==> src/exec_pkg.sv <==
// ----------------------------------------------------------------------------
// Shared definitions for the RV32I execute stage
// Data widths, vector typedefs, major opcodes and funct7 codes
// ALU and control-flow operation enums
// ----------------------------------------------------------------------------
`default_nettype none

package exec_pkg;

    localparam int XLEN = 32;                   // Data and address width

    typedef logic [XLEN-1:0] xlen_t;            // Data or address word
    typedef logic [31:0]     instr_t;           // Raw instruction word
    typedef logic [4:0]      reg_addr_t;        // Register file index

    // ------------------------------------------------------------------------
    // Major opcodes recognised by the decoder
    // ------------------------------------------------------------------------
    localparam logic [6:0] OPC_OP     = 7'b0110011;   // Reg-reg ALU
    localparam logic [6:0] OPC_OP_IMM = 7'b0010011;   // Reg-imm ALU
    localparam logic [6:0] OPC_BRANCH = 7'b1100011;   // Conditional branch
    localparam logic [6:0] OPC_JAL    = 7'b1101111;   // Jump and link
    localparam logic [6:0] OPC_JALR   = 7'b1100111;   // Jump and link reg

    localparam logic [6:0] F7_BASE    = 7'b0000000;   // Plain op
    localparam logic [6:0] F7_ALT     = 7'b0100000;   // sub / sra variant

    typedef enum logic [3:0] {
        ALU_ADD,
        ALU_SUB,
        ALU_AND,
        ALU_OR,
        ALU_XOR,
        ALU_SLL,
        ALU_SRL,
        ALU_SRA,
        ALU_SLT,
        ALU_SLTU
    } alu_op_e;

    typedef enum logic [3:0] {
        CF_NONE,
        CF_BEQ,
        CF_BNE,
        CF_BLT,
        CF_BGE,
        CF_BLTU,
        CF_BGEU,
        CF_JAL,
        CF_JALR
    } cf_op_e;

endpackage

`default_nettype wire

==> src/core_pipe_exec.sv <==
// ----------------------------------------------------------------------------
// Execute stage top level
// Decoder, ALU and commit logic wired together
// ----------------------------------------------------------------------------
`timescale 1ns/1ns
`default_nettype none

module core_pipe_exec import exec_pkg::*; (
    input  logic      g_clk,            // Global clock
    input  logic      g_resetn,         // Sync reset, active low
    input  logic      s2_valid,         // Decode -> EX valid
    output logic      s2_ready,         // EX ready for instruction
    input  instr_t    s2_instr,         // Instruction word
    input  xlen_t     s2_pc,            // Program counter
    input  xlen_t     s2_rs1_data,      // RS1 value
    input  xlen_t     s2_rs2_data,      // RS2 value
    input  logic      s2_flush,         // Flush stage contents
    output logic      s2_cf_valid,      // Control-flow change
    input  logic      s2_cf_ack,        // Change acknowledged
    output xlen_t     s2_cf_target,     // Change destination
    output logic      s3_valid,         // Result to writeback
    input  logic      s3_ready,         // Writeback ready
    output logic      s3_full,          // Writeback holds instr
    output xlen_t     s3_pc,
    output instr_t    s3_instr,
    output reg_addr_t s3_rd,
    output logic      s3_wen,
    output xlen_t     s3_wdata
);

    alu_op_e   alu_op;
    cf_op_e    cf_op;
    xlen_t     alu_lhs;
    xlen_t     alu_rhs;
    xlen_t     imm;
    reg_addr_t rd;
    logic      rd_wen;
    xlen_t     alu_result;
    logic      cmp_eq;
    logic      cmp_lt;
    logic      cmp_ltu;

    exec_decode u_decode (
        .instr    (s2_instr),
        .rs1_data (s2_rs1_data),
        .rs2_data (s2_rs2_data),
        .alu_op   (alu_op),
        .cf_op    (cf_op),
        .alu_lhs  (alu_lhs),
        .alu_rhs  (alu_rhs),
        .imm      (imm),
        .rd       (rd),
        .rd_wen   (rd_wen)
    );

    exec_alu u_alu (
        .alu_op  (alu_op),
        .lhs     (alu_lhs),
        .rhs     (alu_rhs),
        .result  (alu_result),
        .cmp_eq  (cmp_eq),
        .cmp_lt  (cmp_lt),
        .cmp_ltu (cmp_ltu)
    );

    exec_commit u_commit (
        .g_clk        (g_clk),
        .g_resetn     (g_resetn),
        .s2_valid     (s2_valid),
        .s2_flush     (s2_flush),
        .s3_ready     (s3_ready),
        .s2_cf_ack    (s2_cf_ack),
        .cf_op        (cf_op),
        .cmp_eq       (cmp_eq),
        .cmp_lt       (cmp_lt),
        .cmp_ltu      (cmp_ltu),
        .pc           (s2_pc),
        .rs1_data     (s2_rs1_data),
        .imm          (imm),
        .alu_result   (alu_result),
        .instr        (s2_instr),
        .rd           (rd),
        .rd_wen       (rd_wen),
        .s2_ready     (s2_ready),
        .s3_valid     (s3_valid),
        .s2_cf_valid  (s2_cf_valid),
        .s2_cf_target (s2_cf_target),
        .s3_full      (s3_full),
        .s3_pc        (s3_pc),
        .s3_instr     (s3_instr),
        .s3_rd        (s3_rd),
        .s3_wen       (s3_wen),
        .s3_wdata     (s3_wdata)
    );

endmodule

`default_nettype wire

==> src/exec_alu.sv <==
// ----------------------------------------------------------------------------
// Combinational ALU with shared add/sub adder
// Logic and shift results, branch comparisons of lhs against rhs
// ----------------------------------------------------------------------------
`timescale 1ns/1ns
`default_nettype none

module exec_alu import exec_pkg::*; (
    input  alu_op_e alu_op,             // Operation select
    input  xlen_t   lhs,                // Left operand
    input  xlen_t   rhs,                // Right operand
    output xlen_t   result,             // Operation result
    output logic    cmp_eq,             // lhs == rhs
    output logic    cmp_lt,             // lhs <  rhs, signed
    output logic    cmp_ltu             // lhs <  rhs, unsigned
);

    logic          do_sub;              // Adder subtracts
    logic [XLEN:0] sum;                 // Adder out with carry
    logic [4:0]    shamt;

    // ------------------------------------------------------------------------
    // Shared adder, subtract is lhs + ~rhs + 1
    // ------------------------------------------------------------------------
    assign do_sub = (alu_op != ALU_ADD);
    assign sum    = {1'b0, lhs} + {1'b0, do_sub ? ~rhs : rhs} + {{XLEN{1'b0}}, do_sub};

    // Valid under subtract, which decode selects for branches
    assign cmp_eq  = (sum[XLEN-1:0] == '0);
    assign cmp_ltu = !sum[XLEN];                              // Borrow out
    assign cmp_lt  = (lhs[XLEN-1] == rhs[XLEN-1]) ? sum[XLEN-1] : lhs[XLEN-1];

    assign shamt = rhs[4:0];

    always_comb begin
        case (alu_op)
            ALU_ADD,
            ALU_SUB:  result = sum[XLEN-1:0];
            ALU_AND:  result = lhs & rhs;
            ALU_OR:   result = lhs | rhs;
            ALU_XOR:  result = lhs ^ rhs;
            ALU_SLL:  result = lhs << shamt;
            ALU_SRL:  result = lhs >> shamt;
            ALU_SRA:  result = xlen_t'($signed(lhs) >>> shamt);
            ALU_SLT:  result = {{(XLEN-1){1'b0}}, cmp_lt};
            ALU_SLTU: result = {{(XLEN-1){1'b0}}, cmp_ltu};
            default:  result = sum[XLEN-1:0];
        endcase
    end

endmodule

`default_nettype wire

==> src/exec_commit.sv <==
// ----------------------------------------------------------------------------
// Commit logic for the execute stage
// Branch resolution, control-flow request tracking, s2/s3 handshake
// Writeback pipeline register
// ----------------------------------------------------------------------------
`timescale 1ns/1ns
`default_nettype none

module exec_commit import exec_pkg::*; (
    input  logic      g_clk,
    input  logic      g_resetn,
    input  logic      s2_valid,         // Instruction valid in s2
    input  logic      s2_flush,         // Flush stage contents
    input  logic      s3_ready,         // Writeback can accept
    input  logic      s2_cf_ack,        // Fetch took the request
    input  cf_op_e    cf_op,            // Decoded control-flow op
    input  logic      cmp_eq,
    input  logic      cmp_lt,
    input  logic      cmp_ltu,
    input  xlen_t     pc,               // s2 program counter
    input  xlen_t     rs1_data,         // JALR base
    input  xlen_t     imm,              // Branch / jump offset
    input  xlen_t     alu_result,
    input  instr_t    instr,
    input  reg_addr_t rd,
    input  logic      rd_wen,
    output logic      s2_ready,         // Stage takes new instruction
    output logic      s3_valid,         // Result offered to writeback
    output logic      s2_cf_valid,      // Control-flow change request
    output xlen_t     s2_cf_target,     // Request destination
    output logic      s3_full,          // s3 holds an instruction
    output xlen_t     s3_pc,
    output instr_t    s3_instr,
    output reg_addr_t s3_rd,
    output logic      s3_wen,
    output xlen_t     s3_wdata
);

    logic  taken;                       // Branch or jump redirects
    logic  is_jump;
    logic  cf_done;                     // Request already acked
    logic  cf_ok;                       // No request left open
    logic  xfer;                        // s2 -> s3 handshake
    xlen_t tgt_sum;
    xlen_t link;                        // pc + 4
    xlen_t wdata;

    // ------------------------------------------------------------------------
    // Branch resolution and target
    // ------------------------------------------------------------------------
    always_comb begin
        case (cf_op)
            CF_BEQ:  taken = cmp_eq;
            CF_BNE:  taken = !cmp_eq;
            CF_BLT:  taken = cmp_lt;
            CF_BGE:  taken = !cmp_lt;
            CF_BLTU: taken = cmp_ltu;
            CF_BGEU: taken = !cmp_ltu;
            CF_JAL,
            CF_JALR: taken = 1'b1;
            default: taken = 1'b0;
        endcase
    end

    assign is_jump      = (cf_op == CF_JAL) || (cf_op == CF_JALR);
    assign tgt_sum      = ((cf_op == CF_JALR) ? rs1_data : pc) + imm;
    assign s2_cf_target = {tgt_sum[XLEN-1:1], tgt_sum[0] && (cf_op != CF_JALR)};
    assign link         = pc + 32'd4;

    // ------------------------------------------------------------------------
    // Handshake
    // ------------------------------------------------------------------------
    assign s2_cf_valid = s2_valid && taken && !cf_done;
    assign cf_ok       = !taken || cf_done || s2_cf_ack;
    assign s2_ready    = s3_ready && cf_ok;
    assign s3_valid    = s2_valid && cf_ok;
    assign xfer        = s2_valid && s2_ready;

    // Holds off a second request while writeback stalls
    always_ff @(posedge g_clk) begin
        if (!g_resetn || s2_flush) begin
            cf_done <= 1'b0;
        end else if (xfer) begin
            cf_done <= 1'b0;                    // Next instruction starts clean
        end else if (s2_cf_valid && s2_cf_ack) begin
            cf_done <= 1'b1;
        end
    end

    // ------------------------------------------------------------------------
    // Writeback register
    // ------------------------------------------------------------------------
    // Jumps link pc+4, ALU ops write the result, all else writes zero
    assign wdata = is_jump ? link : (rd_wen ? alu_result : '0);

    always_ff @(posedge g_clk) begin
        if (!g_resetn || s2_flush) begin
            s3_full <= 1'b0;
        end else if (xfer) begin
            s3_full <= 1'b1;
        end
    end

    always_ff @(posedge g_clk) begin
        if (xfer && !s2_flush) begin            // Flushed transfer is dropped
            s3_pc    <= pc;
            s3_instr <= instr;
            s3_rd    <= rd;
            s3_wen   <= rd_wen;
            s3_wdata <= wdata;
        end
    end

endmodule

`default_nettype wire

==> src/exec_decode.sv <==
// ----------------------------------------------------------------------------
// Instruction decoder for the execute stage
// Opcode/funct fields to ALU and control-flow ops, immediates, operands
// ----------------------------------------------------------------------------
`timescale 1ns/1ns
`default_nettype none

module exec_decode import exec_pkg::*; (
    input  instr_t    instr,            // Instruction word in s2
    input  xlen_t     rs1_data,         // RS1 value
    input  xlen_t     rs2_data,         // RS2 value
    output alu_op_e   alu_op,           // ALU operation
    output cf_op_e    cf_op,            // Control-flow operation
    output xlen_t     alu_lhs,          // ALU left operand
    output xlen_t     alu_rhs,          // ALU right operand
    output xlen_t     imm,              // Selected immediate
    output reg_addr_t rd,               // Destination register
    output logic      rd_wen            // Register write, never x0
);

    logic [6:0] opcode;
    logic [2:0] funct3;
    logic [6:0] funct7;
    xlen_t      imm_i;
    xlen_t      imm_b;
    xlen_t      imm_j;
    logic       legal;                  // Supported encoding
    logic       writes;                 // Op class writes rd
    logic       rhs_imm;                // Right operand from immediate
    logic       alt;                    // sub / sra select

    assign opcode = instr[6:0];
    assign funct3 = instr[14:12];
    assign funct7 = instr[31:25];
    assign rd     = instr[11:7];

    assign imm_i = {{20{instr[31]}}, instr[31:20]};
    assign imm_b = {{19{instr[31]}}, instr[31], instr[7], instr[30:25], instr[11:8], 1'b0};
    assign imm_j = {{11{instr[31]}}, instr[31], instr[19:12], instr[20], instr[30:21], 1'b0};

    // addi has no subtract form, so only OP or a shift picks the alt op
    assign alt = funct7[5] && ((opcode == OPC_OP) || (funct3 == 3'b101));

    always_comb begin
        alu_op  = ALU_ADD;
        cf_op   = CF_NONE;
        imm     = '0;
        legal   = 1'b0;
        writes  = 1'b0;
        rhs_imm = 1'b0;
        case (opcode)
            OPC_OP, OPC_OP_IMM: begin
                writes  = 1'b1;
                rhs_imm = (opcode == OPC_OP_IMM);
                imm     = imm_i;
                if (opcode == OPC_OP) begin
                    legal = (funct7 == F7_BASE) ||
                            ((funct7 == F7_ALT) && (funct3 == 3'b000 || funct3 == 3'b101));
                end else if (funct3 == 3'b001) begin
                    legal = (funct7 == F7_BASE);            // slli
                end else if (funct3 == 3'b101) begin
                    legal = (funct7 == F7_BASE) || (funct7 == F7_ALT);
                end else begin
                    legal = 1'b1;
                end
                case (funct3)
                    3'b000:  alu_op = alt ? ALU_SUB : ALU_ADD;
                    3'b001:  alu_op = ALU_SLL;
                    3'b010:  alu_op = ALU_SLT;
                    3'b011:  alu_op = ALU_SLTU;
                    3'b100:  alu_op = ALU_XOR;
                    3'b101:  alu_op = alt ? ALU_SRA : ALU_SRL;
                    3'b110:  alu_op = ALU_OR;
                    default: alu_op = ALU_AND;
                endcase
            end
            OPC_BRANCH: begin
                alu_op = ALU_SUB;               // Comparator runs off the adder
                imm    = imm_b;
                legal  = (funct3 != 3'b010) && (funct3 != 3'b011);
                case (funct3)
                    3'b000:  cf_op = CF_BEQ;
                    3'b001:  cf_op = CF_BNE;
                    3'b100:  cf_op = CF_BLT;
                    3'b101:  cf_op = CF_BGE;
                    3'b110:  cf_op = CF_BLTU;
                    default: cf_op = CF_BGEU;
                endcase
            end
            OPC_JAL: begin
                cf_op  = CF_JAL;
                imm    = imm_j;
                writes = 1'b1;
                legal  = 1'b1;
            end
            OPC_JALR: begin
                cf_op  = CF_JALR;
                imm    = imm_i;
                writes = 1'b1;
                legal  = (funct3 == 3'b000);
            end
            default: ;
        endcase
        if (!legal) begin                       // Unsupported, run as no-op
            alu_op = ALU_ADD;
            cf_op  = CF_NONE;
        end
    end

    assign rd_wen  = legal && writes && (rd != 5'd0);
    assign alu_lhs = rs1_data;
    assign alu_rhs = rhs_imm ? imm : rs2_data;

endmodule

`default_nettype wire

==> config.mk <==
export PLATFORM = sky130hd
export DESIGN_NAME = core_pipe_exec
export DESIGN_NICKNAME = d
export VERILOG_FILES = /design/src/exec_pkg.sv /design/src/core_pipe_exec.sv /design/src/exec_alu.sv /design/src/exec_commit.sv /design/src/exec_decode.sv
export SDC_FILE = /design/constraint.sdc
export NUM_CORES = 1
export LEC_CHECK = 0
export BUFFER_PORTS_ARGS = -buffer_cell sky130_fd_sc_hd__buf_2
export CAP_MARGIN = 10
export CORE_MARGIN = 1.5
export CORE_UTILIZATION = 50
export DETAILED_ROUTE_END_ITERATION = 12
export PLACE_DENSITY = 0.74
export SYNTH_ARGS = -nofsm -noshare
export SYNTH_HDL_FRONTEND = slang
export SYNTH_SLANG_ARGS = --single-unit
==> constraint.sdc <==
create_clock -name g_clk -period 20.7 [get_ports g_clk]
set_clock_uncertainty 0.15 [all_clocks]
set_input_delay 1.035 -clock g_clk [delete_from_list [all_inputs] [get_ports g_clk]]
set_output_delay 1.035 -clock g_clk [all_outputs]
set_load 0.1 [all_outputs]
==> results summary, run 1 <==
At the worst endpoint, the arrival time is 8.42 ns. The cell depth of the worst hold path came out at 2. The count of warnings emitted by yosys is 0. The leakage power summed over all cells is 7.17 nW. Relative to the synthesized area, the layout overhead comes to 13.2%. The chip width is 172 µm. The number of antenna violations at the first check in global routing is 1.

The number of buffers inserted by hold repair at cts came out at 0. The number of global-route vias before repair came to 14222. The total count of max-transition violations in the final report is 0. Walking the worst path, the cells encountered are buf_2, or3_1, a211o_1, buf_4, o21a_1, o21a_1, or2_2, xnor2_1, fa_1, a21o_1, a221oi_2, a2bb2oi_1, a311oi_1, o2111ai_1, a21oi_1, or3_1, a2111o_1, or4_4, nor4_4, mux2i_1, a21oi_1, buf_2. The share of total power dissipated in the clock network is 0.221. After global routing the overflow that remains totals 0. The register share of total power is 0.287. The first detailed-routing pass ran for 6 iterations. The internal power of the cells totals 420 µW. The core footprint came out at 28000 µm². The cell at the root of the clock tree is sky130_fd_sc_hd__clkbuf_16. The commonest cells after synthesis are sky130_fd_sc_hd__nor2_1 (181), sky130_fd_sc_hd__mux2i_1 (159), sky130_fd_sc_hd__o21ai_0 (151). The number of max-cap violations is 0. The category of cells accounting for the largest share of critical-path delay is compound AO/OA/AOI/OAI gates.

Setup repair after global routing left no endpoint under its margin. The layer flagged by global routing as most heavily used is met2. For this block, the initial DRC count from the detailed router was 1841.

The shortest clock period the worst path allows after layout is 9.61 ns. The number of cell instances on the worst register-to-register path came out at 4. TritonCTS built the clock tree. The detailed-route vias per instance is 6.59.

The number of placed instances with taps included came out at 2355. The initial utilization of the core area, before any placement, comes to 0.513. The met2 track demand over resource in global routing is 0.627. The total clock sinks came out at 99. The net switching power of the design is 386 µW.

The share of the Yosys chip area taken by registers is 0.206. The cell with the biggest individual delay on the critical path is sky130_fd_sc_hd__or2_2. The clock transition at the registers of the reported paths came out at 0.07 ns. The cell count after synthesis is 1792.

By instance count, the leading cell after synthesis is sky130_fd_sc_hd__nor2_1. The post-layout net count is 2254. The final non-filler cell total came out at 2371. For the pin with the worst max-slew slack, the measured transition is 1.20 ns.

The met1 usage is 0.518. The number of buffers added for setup after CTS is 0. STA classifies the critical path endpoint as an output port. The number of hold violations in the final report came out at 0. In the post-synthesis netlist, the biggest area contributors are sky130_fd_sc_hd__edfxtp_1 (20%), sky130_fd_sc_hd__ha_1 (11%), sky130_fd_sc_hd__mux2i_1 (11%). The total of fill cells in the finished design is 2642.

The post-synthesis instance area came out at 14400 µm². Setup violations remaining at the end of the flow were counted as 0. The netlist uses 89 different library cells. The global placement routability congestion is 0.996. The total of cells resized after clock tree synthesis came out at 0. The number of buffers inserted during clock tree synthesis is 9. In this run the worst path has a maximum fanout of 31. The number of buffers between clock root and the deepest sink came out at 2. The post-synthesis cell type with the largest combined area is sky130_fd_sc_hd__edfxtp_1. The number of synthesized flops with an enable pin came out at 97. The sum of net half-perimeters after detailed placement is 46700 µm. The final clock period utilization by the worst path came out at 0.464. For this design the ratio of total power to cell area is 49.6 nW/µm². Of the total power, the share spent switching nets is 0.479.

The floorplan row count is 61. The die covers 29700 µm². The critical path in this run is classified as in2out.

The H-tree level count is 3. The vertical die dimension is 172 µm. The DRC violation count after routing is 0.

In the final timing run, aggregate negative setup slack is 0 ns. The maximum operating frequency is 0.104 GHz. The type of the tightest min-delay check is reg2reg. The port buffer count came out at 271.

For this run, asynchronously set or reset flops after synthesis account for 0. The first global-routing pass estimated 87600 µm of wire. STA classifies the critical path startpoint as an input pin. The number of nets handed over by synthesis was 2058. The largest vdd supply drop is 46.5 µV. Pin placement for this block handled 272 I/O pins. The via count is 15632. In the final routed layout, each cell accounts on average for 25.3 µm. Wires add up to 60000 µm.

The mean instance size in the synthesized netlist came out at 8.01 µm². The share of final-layout standard cells stronger than drive strength 1 came out at 0.193. The run finished with clean final reports. The flip-flop cell with the highest count after synthesis is sky130_fd_sc_hd__edfxtp_1.

The instance count on the critical path is 22. The worst pin sits at a relative slew slack of 0.193. The insertion delay to the later sink of the worst-skew pair is 0.35 ns. The global-route met3 utilization is 0.0778. The maximum number of pins on one net before global-route repair is 73. The final antenna diode count is 0.

The remaining number of nets flagged by the antenna check after routing came out at 0. Synthesis inferred 99 register bits. The critical path buffer and inverter count came out at 3. The required arrival time at the worst endpoint is 19.52 ns. The biggest cell delay along the critical path is 0.86 ns.

The share of total power dissipated in combinational logic is 0.492. The top-area cell type share of the netlist area is 0.203. Across every metal layer, demand over resource in global routing totals 0.396.
-- power groups by stage --
stage	registers, mW	logic (mW)	clock network [mW]
finish	0.231	0.397	0.178
global route	0.232	0.418	0.183
CTS	0.231	0.388	0.178
detailed placement	0.236	0.387	0
global placement	0.236	0.384	0
floorplan	0.300	0.220	0
-- through the flow --
stage	power, mW	hold WS [ns]	cell area (µm²)	utilization	worst slack [ns]
6_report	0.806	0.353	16300	0.580	11.09
5_1_grt	0.833	0.379	16300	0.580	10.65
4_1_cts	0.797	0.353	16300	0.580	11.25
3_5_place_dp	0.622	0.345	16000	0.570	11.09
3_3_place_gp	0.620	0.331	16000	0.570	11.23
2_1_floorplan	0.520	0.313	14400	-	9.64
-- cell families after synthesis --
group | after synthesis | synth area share
AO/OA/AOI/OAI | 558 | 0.249
XOR/XNOR | 116 | 0.0708
adder cells (fa/ha/maj) | 132 | 0.116
buffers and inverters | 199 | 0.0545
flip-flops | 99 | 0.206
multiplexers | 199 | 0.142
AND/OR/NAND/NOR | 489 | 0.162
-- sequential cells by signal, indices dropped and copies added, names as in the netlist --
register           cells
u_commit.s3_instr     28
u_commit.s3_wen        1
u_commit.s3_full       1
u_commit.s3_rd         4
u_commit.s3_wdata     32
u_commit.cf_done       1
u_commit.s3_pc        32
-- layout by cell type, fill, tap and decap left out, types with 25 or more instances in the layout --
cell type | Yosys | final
sky130_fd_sc_hd__a21oi_1 | 140 | 140
sky130_fd_sc_hd__a21o_1 | 42 | 42
sky130_fd_sc_hd__mux2_2 | 40 | 40
sky130_fd_sc_hd__ha_1 | 130 | 130
sky130_fd_sc_hd__nor3_1 | 33 | 31
sky130_fd_sc_hd__xnor2_1 | 59 | 59
sky130_fd_sc_hd__xor2_1 | 57 | 57
sky130_fd_sc_hd__o21ai_0 | 151 | 150
sky130_fd_sc_hd__nand3_1 | 35 | 35
sky130_fd_sc_hd__nand2_1 | 116 | 116
sky130_fd_sc_hd__o211ai_1 | 25 | 25
sky130_fd_sc_hd__buf_2 | 4 | 271
sky130_fd_sc_hd__inv_1 | 87 | 87
sky130_fd_sc_hd__o22ai_1 | 27 | 27
sky130_fd_sc_hd__edfxtp_1 | 97 | 97
sky130_fd_sc_hd__mux2i_1 | 159 | 158
sky130_fd_sc_hd__nor2_1 | 181 | 179
-- final timing paths --
path / startpoint / end / slack, ns
setup / recovery: s2_instr[12] / s3_valid / 11.09
hold / removal: u_commit.cf_done$_SDFFE_PP0P_ / u_commit.cf_done$_SDFFE_PP0P_ / 0.35
setup reg to reg: u_commit.cf_done$_SDFFE_PP0P_ / u_commit.s3_instr[24]$_DFFE_PP_ / 18.15
hold reg to reg: u_commit.cf_done$_SDFFE_PP0P_ / u_commit.cf_done$_SDFFE_PP0P_ / 0.35
-- worst min-delay path, delay by kind of cell (launching register included) --
family | cells | cell delay, ns
compound gates | 1 | 0.05
flops | 1 | 0.35
simple gates | 1 | 0.06
-- area by class of cell --
cell class | count | area [µm²] | area share
sequential | 99 | 2950 | 0.182
tap | 378 | 473 | 0.0291
clock buffer | 9 | 225 | 0.0139
inverter | 91 | 343 | 0.0211
multi-input combinational | 1494 | 10700 | 0.657
timing repair buffer | 293 | 1520 | 0.0936
clock inverter | 7 | 67.6 | 0.00416
-- metal layers --
layer / vias up / share of wire
met5: - / 0.00018
met4: 2 / 0.050
li1: 7021 / -
met1: 7417 / 0.40
met3: 169 / 0.10
met2: 1023 / 0.44
(Power assumes the default switching activity.)
==> run 2: changes to the inputs <==
--- a/config.mk
+++ b/config.mk
@@ -10,7 +10,7 @@
 export CORE_MARGIN = 1.5
 export CORE_UTILIZATION = 50
 export DETAILED_ROUTE_END_ITERATION = 12
-export PLACE_DENSITY = 0.74
+export PLACE_DENSITY = 0.77
 export SYNTH_ARGS = -nofsm -noshare
 export SYNTH_HDL_FRONTEND = slang
 export SYNTH_SLANG_ARGS = --single-unit
==> constraint.sdc (replaced) <==
create_clock -name g_clk -period 7.87 [get_ports g_clk]
set_clock_uncertainty 0.15 [all_clocks]
set_input_delay 0.3935 -clock g_clk [delete_from_list [all_inputs] [get_ports g_clk]]
set_output_delay 0.3935 -clock g_clk [all_outputs]
set_load 0.1 [all_outputs]
==> run 2 against run 1 <==
Critical path depth did not move. Design area rose by 1.2%. Power rose to 2.6 times the previous value. Global-route usage rose by 0.57 points. Die area did not move. Via count barely moved. Largest power group unchanged. Clock power rose to 2.6 times the previous value. Sequential cell count did not move. Worst hold slack got worse by 0.28 ns. Register-to-register slack got worse by 12 ns. Wire length rose by 0.51%.
==> results summary, run 2 (synthesized netlist as in run 1, its figures left out) <==
The clock transition at the registers of the reported paths is 0.09 ns. The global-route congestion overflow total is 0. The share of total power in the clock network came out at 0.221. The final clock period utilization by the worst path came out at 0.956.

The overall power of the completed layout is 2.13 mW. The flow ran to the end, and the final reports show no timing, DRC or antenna violations. The remaining number of nets flagged by the antenna check after routing is 0.

The TritonCTS clock tree is yes. The maximum number of pins on one net before global-route repair came out at 72. The via count is 15633. The net count of the finished layout is 2265. The register share of total power came out at 0.285. STA puts the critical path data required time at 7.33 ns. The switching share of total power came out at 0.479. The number of primary I/O pins is 272. The count of TritonRoute iterations in the first routing pass is 6. The first routing iteration left 1748 violations. Summed over all nets, the half-perimeter wirelength after detailed placement is 47400 µm. The floorplan step defined a die boundary enclosing 29700 µm². In this run the number of H-tree levels came out at 3. The average wire per standard cell came out at 25.3 µm. The starting utilization of the core area came out at 0.513. The number of placed instances with taps included is 2362.

The internal portion of the total power is 1.11 mW. The number of max-cap violations came out at 0. The number of antenna violations at the first check in global routing was 0. The total clock sinks is 99. The largest driver fanout on the critical path is 31.

The worst setup path is of the in2out kind. The overall global routing resource usage came out at 0.402. STA classifies the critical path endpoint as an output port. The final antenna diode count is 0. The insertion delay to the later sink of the worst-skew pair is 0.36 ns. The share of final-layout standard cells stronger than drive strength 1 came out at 0.204.

In this run the tool buffered the top-level ports with 271 buffer cells. The number of global-route vias before repair is 14860. The global-route wire length before repair came out at 89200 µm. Dividing total power by cell area gives a power density of 130 nW/µm².

The total count of max-transition violations in the final report is 0. The library cells used most frequently in the layout, excluding fill and tap cells, are sky130_fd_sc_hd__buf_2 (270), sky130_fd_sc_hd__nor2_1 (179), sky130_fd_sc_hd__mux2i_1 (157). The shortest clock period the worst path allows after layout is 7.52 ns. The net switching power of the design came out at 1.02 mW. Based on the critical path, the design can be clocked at up to 0.133 GHz. The share of total power dissipated in combinational logic is 0.494. From synthesis to final layout, the design area changed by 14.6%. The DRC violation count after routing came out at 0. The number of buffers between clock root and the deepest sink is 2. Leaving out fill and tap cells, the most frequent cell in the layout is sky130_fd_sc_hd__buf_2. The global placement routability congestion is 1.01. The chip width is 172 µm. The number of buffers inserted during clock tree synthesis came out at 9. The leakage power summed over all cells came out at 7.24 nW. In the final layout, the registers with the most flip-flops are u_commit.s3_pc: 32 flops, u_commit.s3_wdata: 32 flops, u_commit.s3_instr: 28 flops. The root buffer cell chosen for the clock tree is sky130_fd_sc_hd__clkbuf_16. For this run, the number of standard cells in the final layout without fillers is 2382. The number of hold violations in the final report is 0. The transition time at the pin with the least slew margin came out at 1.16 ns. The final count of negative-setup-slack endpoints came out at 0. The number of buffers inserted by hold repair at cts came out at 0.

Setup repair after global routing left no endpoint under its margin. The core footprint is 28000 µm². The worst relative slew slack is 0.204.

The data arrival time at the worst-slack endpoint is 6.98 ns. The worst setup path is launched from an input pin. The type of the tightest min-delay check is in2reg. The floorplan row count is 61.

The largest vdd supply drop is 94.0 µV. The total routed wirelength is 60400 µm. The detailed-route vias per instance came out at 6.56. The vertical die dimension came out at 172 µm.
-- run 2: cell count changes in the layout (fill, tap and decap cells not counted), moves of 2 or more --
cell	change
sky130_fd_sc_hd__a21oi_1	-2
sky130_fd_sc_hd__a21oi_2	+2
sky130_fd_sc_hd__buf_4	+10
sky130_fd_sc_hd__inv_6	-2
sky130_fd_sc_hd__buf_12	+2
sky130_fd_sc_hd__o21a_2	+2
sky130_fd_sc_hd__or2_4	+2
sky130_fd_sc_hd__or2_2	-2
sky130_fd_sc_hd__o21a_1	-2
-- run 2: worst paths after layout --
check | startpoint | end | slack [ns] | depth (start not counted)
max | s2_instr[3] | s3_valid | 0.35 | 22
min | s2_instr[18] | u_commit.s3_instr[18]$_DFFE_PP_ | 0.07 | 1
max reg2reg | u_commit.cf_done$_SDFFE_PP0P_ | u_commit.s3_wdata[6]$_DFFE_PP_ | 6.14 | 3
min reg2reg | u_commit.cf_done$_SDFFE_PP0P_ | u_commit.cf_done$_SDFFE_PP0P_ | 0.37 | 2
-- run 2: timing repair --
item | CTS | global route
endpoints found under the setup margin | 0 | 3
gates resized for setup | 0 | 2
buffers inserted | 0 | 4
-- run 2: routing by layer --
| layer | wire length, µm | up-vias | GRT usage |
|---|---|---|---|
| li1 | - | 7057 | - |
| met1 | 24100 | 7391 | 0.505 |
| met2 | 26300 | 973 | 0.640 |
| met3 | 5690 | 212 | 0.0675 |
| met4 | 4220 | 0 | 0.251 |
| met5 | 0 | - | 0 |
-- run 2: stage by stage --
stage | util | TNS, ns | hold WS [ns] | area [µm²] | setup slack, ns
after floorplan | - | -67.54 | 0.313 | 14500 | -0.696
after global placement | 0.576 | 0 | 0.331 | 16100 | 0.499
after detailed placement | 0.576 | 0 | 0.355 | 16100 | 0.313
after CTS | 0.586 | 0 | 0.0654 | 16400 | 0.340
after global routing | 0.588 | 0 | 0.0723 | 16500 | 0.0197
final | 0.588 | 0 | 0.0739 | 16500 | 0.350
-- run 2: power groups by stage --
| stage | sequential [mW] | clock, mW | combinational, mW |
|---|---|---|---|
| after floorplan | 0.788 | 0 | 0.587 |
| after global placement | 0.619 | 0 | 1.02 |
| after CTS | 0.608 | 0.474 | 1.03 |
| after detailed placement | 0.620 | 0 | 1.03 |
| final | 0.608 | 0.471 | 1.05 |
| after global routing | 0.611 | 0.487 | 1.11 |
-- run 2: cell type report --
class,count,area [µm²]
multi-input combinational,1494,10800
fill,2619,11600
tap,378,473
clock buffer,9,225
clock inverter,7,68.8
timing repair buffer,304,1630
sequential,99,2950
inverter,91,343
-- run 2: critical path, stage by stage --
cell                        delay [ns]
sky130_fd_sc_hd__buf_2            0.14
sky130_fd_sc_hd__and4bb_1         0.39
sky130_fd_sc_hd__nand3b_1         0.27
sky130_fd_sc_hd__buf_4            0.22
sky130_fd_sc_hd__o21bai_1         0.21
sky130_fd_sc_hd__o21a_2           0.28
sky130_fd_sc_hd__or2_4            0.46
sky130_fd_sc_hd__xnor2_1          0.25
sky130_fd_sc_hd__fa_1             0.47
sky130_fd_sc_hd__a21o_1           0.23
sky130_fd_sc_hd__a221oi_4         0.36
sky130_fd_sc_hd__a2bb2oi_2        0.23
sky130_fd_sc_hd__a311oi_2         0.18
sky130_fd_sc_hd__o2111ai_1        0.28
sky130_fd_sc_hd__a21oi_1          0.11
sky130_fd_sc_hd__or3_1            0.34
sky130_fd_sc_hd__a2111o_1         0.43
sky130_fd_sc_hd__or4_4            0.52
sky130_fd_sc_hd__nor4_4           0.36
sky130_fd_sc_hd__mux2i_2          0.41
sky130_fd_sc_hd__a21oi_1          0.10
sky130_fd_sc_hd__buf_2            0.30
==> run 3: changes to the inputs <==
--- a/config.mk
+++ b/config.mk
@@ -7,10 +7,13 @@
 export LEC_CHECK = 0
 export BUFFER_PORTS_ARGS = -buffer_cell sky130_fd_sc_hd__buf_2
 export CAP_MARGIN = 10
+export CELL_PAD_IN_SITES_DETAIL_PLACEMENT = 0
+export CELL_PAD_IN_SITES_GLOBAL_PLACEMENT = 2
 export CORE_MARGIN = 1.5
-export CORE_UTILIZATION = 50
+export CORE_UTILIZATION = 30
 export DETAILED_ROUTE_END_ITERATION = 12
-export PLACE_DENSITY = 0.77
+export PLACE_DENSITY = 0.79
+export REMOVE_ABC_BUFFERS = 1
 export SYNTH_ARGS = -nofsm -noshare
 export SYNTH_HDL_FRONTEND = slang
 export SYNTH_SLANG_ARGS = --single-unit
==> run 3 against run 2 <==
Power is 1.1% lower. Fmax is 2.4% higher. Sequential share of layout area is 0.49 points lower. Critical path depth is 2 higher. Clock power is 9.8% lower. Via count is 3.6% lower. Critical path type unchanged. Final cell count is 11% higher.
==> results summary, run 3 (synthesized netlist as in run 1, its figures left out) <==
The run finished with clean final reports. The number of hold violations in the final report is 0. The floorplan row count is 79.

The wire length on met2 is 30300 µm. The shortest clock period the worst path allows after layout came out at 7.35 ns. TritonCTS built the clock tree. The largest driver fanout on the critical path came out at 20. The starting utilization of the core area is 0.306. The share of final-layout standard cells stronger than drive strength 1 is 0.210. The total clock sinks came out at 99. In the finished design, the share of the clock period the worst path needs comes to 0.933. The final non-filler cell total is 2641. STA puts the critical path data required time at 7.33 ns.

The area added between synthesis and finish came out at 17.8%. The critical hold path startpoint is s2_instr[27]. The final count of negative-setup-slack endpoints came out at 0. The largest vdd supply drop came out at 133 µV. The sum of net half-perimeters after detailed placement came out at 54700 µm.

Dividing the detail-routed wire length by the instance count gives 25.6 µm. The global-route congestion overflow total came out at 0. The core region is 46900 µm². The smallest hold slack came out at 0.0515 ns.

The total routed wirelength is 67700 µm. The first TritonRoute pass finished after 5 iterations. The number of buffers inserted by hold repair at cts is 0.

The leading cell type in the layout, fill and taps excluded is sky130_fd_sc_hd__buf_2. The path class of the tightest hold or removal check is in2reg. Including well taps, the total number of placed cells is 2622. The overall global routing resource usage is 0.270.

The detailed router put a total of 30600 µm of wire on met1. The remaining number of nets flagged by the antenna check after routing is 0. The worst setup path is captured at an output port. For this run, the post-layout net count is 2294. The number of antenna violations at the first check in global routing is 3. The worst flop-to-flop path startpoint is u_commit.cf_done$_SDFFE_PP0P_. Max-cap violations in this run came to 0. Signal routing reaches up to met4. The first global-routing pass estimated 98400 µm of wire.

Setup repair after global routing left no endpoint under its margin. The global placement routability congestion came out at 0.981. The vertical die dimension came out at 222 µm. The total count of max-transition violations in the final report came out at 0. The number of global-route vias before repair came out at 14746.

The library cells used most frequently in the layout, excluding fill and tap cells, are sky130_fd_sc_hd__buf_2 (268), sky130_fd_sc_hd__nor2_1 (179), sky130_fd_sc_hd__mux2i_1 (158). The maximum number of pins on one net before global-route repair came out at 75. In this run the power density over the cells is 125 nW/µm². In this run the static leakage power is 7.37 nW.

The wire length on met3 is 5100 µm. The number of DRC markers in iteration 0 came out at 1301. The total of fill cells in the finished design came out at 5060.

The largest registers in the layout are u_commit.s3_pc: 32 flops, u_commit.s3_wdata: 32 flops, u_commit.s3_instr: 28 flops. The chip width is 222 µm. CTS placed an instance of sky130_fd_sc_hd__clkbuf_16 at the clock tree root. The die covers 49200 µm². The H-tree level count is 3.

At the pin with the least slew margin, the transition time is 1.12 ns. By startpoint and endpoint, the worst setup path is classified as in2out. The number of buffers inserted during clock tree synthesis came out at 9. Timing would allow up to 0.136 GHz. The via count came out at 15077. After detailed routing, the number of remaining DRC violations is 0. The number of buffers between clock root and the deepest sink came out at 2. The worst relative slew slack came out at 0.252.

Clock-pin slew was measured on the worst setup and hold paths at 0.07 ns. The category of the worst setup path launch point is an input pin. Dividing the detail-routed via count by the number of cells gives 5.71. The most critical setup path has its startpoint at s2_instr[5]. In this run the count of I/O pins placed on the die edge is 272. The placed cell area is 16600 µm². For the worst-skew pair, the clock arrives at the later sink with an insertion delay of 0.39 ns. At the worst endpoint, the arrival time is 6.80 ns. The port buffer count came out at 271.

The finished cells cover 16900 µm².
-- run 3: cell types whose count changed in the layout (fill, tap and decap cells not counted), sizes merged --
cell	before	now
diode	0	1
clkbuf	9	12
clkinv	5	4
buf	304	333
inv	92	90
-- run 3: final timing paths --
check / to / slack [ns] / cells past startpoint
max: s2_cf_valid / 0.52 / 24
min: u_commit.s3_instr[27]$_DFFE_PP_ / 0.05 / 1
max reg2reg: u_commit.s3_pc[5]$_DFFE_PP_ / 6.18 / 4
min reg2reg: u_commit.cf_done$_SDFFE_PP0P_ / 0.36 / 2
-- run 3: through the flow --
| stage | total power [mW] | util | setup slack (ns) | setup TNS, ns |
|---|---|---|---|---|
| floorplan | 1.36 | - | -4.09 | -401.44 |
| global placement | 1.68 | 0.355 | 0.359 | 0 |
| detailed placement | 1.68 | 0.355 | 0.327 | 0 |
| CTS | 2.11 | 0.361 | 0.347 | 0 |
| global route | 2.20 | 0.361 | 0.0418 | 0 |
| finish | 2.11 | 0.361 | 0.523 | 0 |
-- run 3: worst max-delay path, stage by stage --
cell,delay [ns]
sky130_fd_sc_hd__buf_2,0.22
sky130_fd_sc_hd__nand3b_1,0.17
sky130_fd_sc_hd__or2_2,0.39
sky130_fd_sc_hd__o21ai_0,0.30
sky130_fd_sc_hd__o21a_2,0.28
sky130_fd_sc_hd__a21o_1,0.16
sky130_fd_sc_hd__or2_2,0.13
sky130_fd_sc_hd__buf_4,0.22
sky130_fd_sc_hd__o21ai_0,0.22
sky130_fd_sc_hd__xor2_1,0.23
sky130_fd_sc_hd__ha_1,0.38
sky130_fd_sc_hd__a21oi_1,0.23
sky130_fd_sc_hd__nor3b_1,0.22
sky130_fd_sc_hd__a2bb2oi_1,0.14
sky130_fd_sc_hd__a2111oi_0,0.47
sky130_fd_sc_hd__o221ai_2,0.27
sky130_fd_sc_hd__and3_1,0.22
sky130_fd_sc_hd__or4_4,0.54
sky130_fd_sc_hd__or4_4,0.51
sky130_fd_sc_hd__nor4_4,0.14
sky130_fd_sc_hd__buf_4,0.18
sky130_fd_sc_hd__mux2_2,0.36
sky130_fd_sc_hd__nor3_2,0.19
sky130_fd_sc_hd__buf_12,0.21
-- run 3: layer usage --
metal | track usage | vias up
met4 | 0.0840 | 0
met3 | 0.0509 | 81
met2 | 0.426 | 605
li1 | - | 7119
met1 | 0.370 | 7272
met5 | 0 | -
-- run 3: what timing repair did --
action                                  4_1_cts  5_1_grt
gates resized for setup                       0        1
endpoints found under the setup margin        0        3
buffers inserted                              0        2
-- run 3: cell type report --
class	instances	area [µm²]	area share
Antenna cell	1	2.50	0.000148
Clock buffer	12	236	0.0140
Clock inverter	4	26.3	0.00155
Inverter	91	343	0.0203
Multi-Input combinational cell	1494	10700	0.632
Sequential cell	99	2950	0.175
Tap cell	607	759	0.0449
Timing Repair Buffer	333	1900	0.113
-- run 3: report_power, final --
part	total, mW	internal, mW	switching (mW)	leakage (nW)
clock	0.425	0.214	0.211	0.127
combinational	1.07	0.293	0.780	6.39
sequential	0.609	0.602	0.00687	0.852
total	2.11	1.11	0.998	7.37
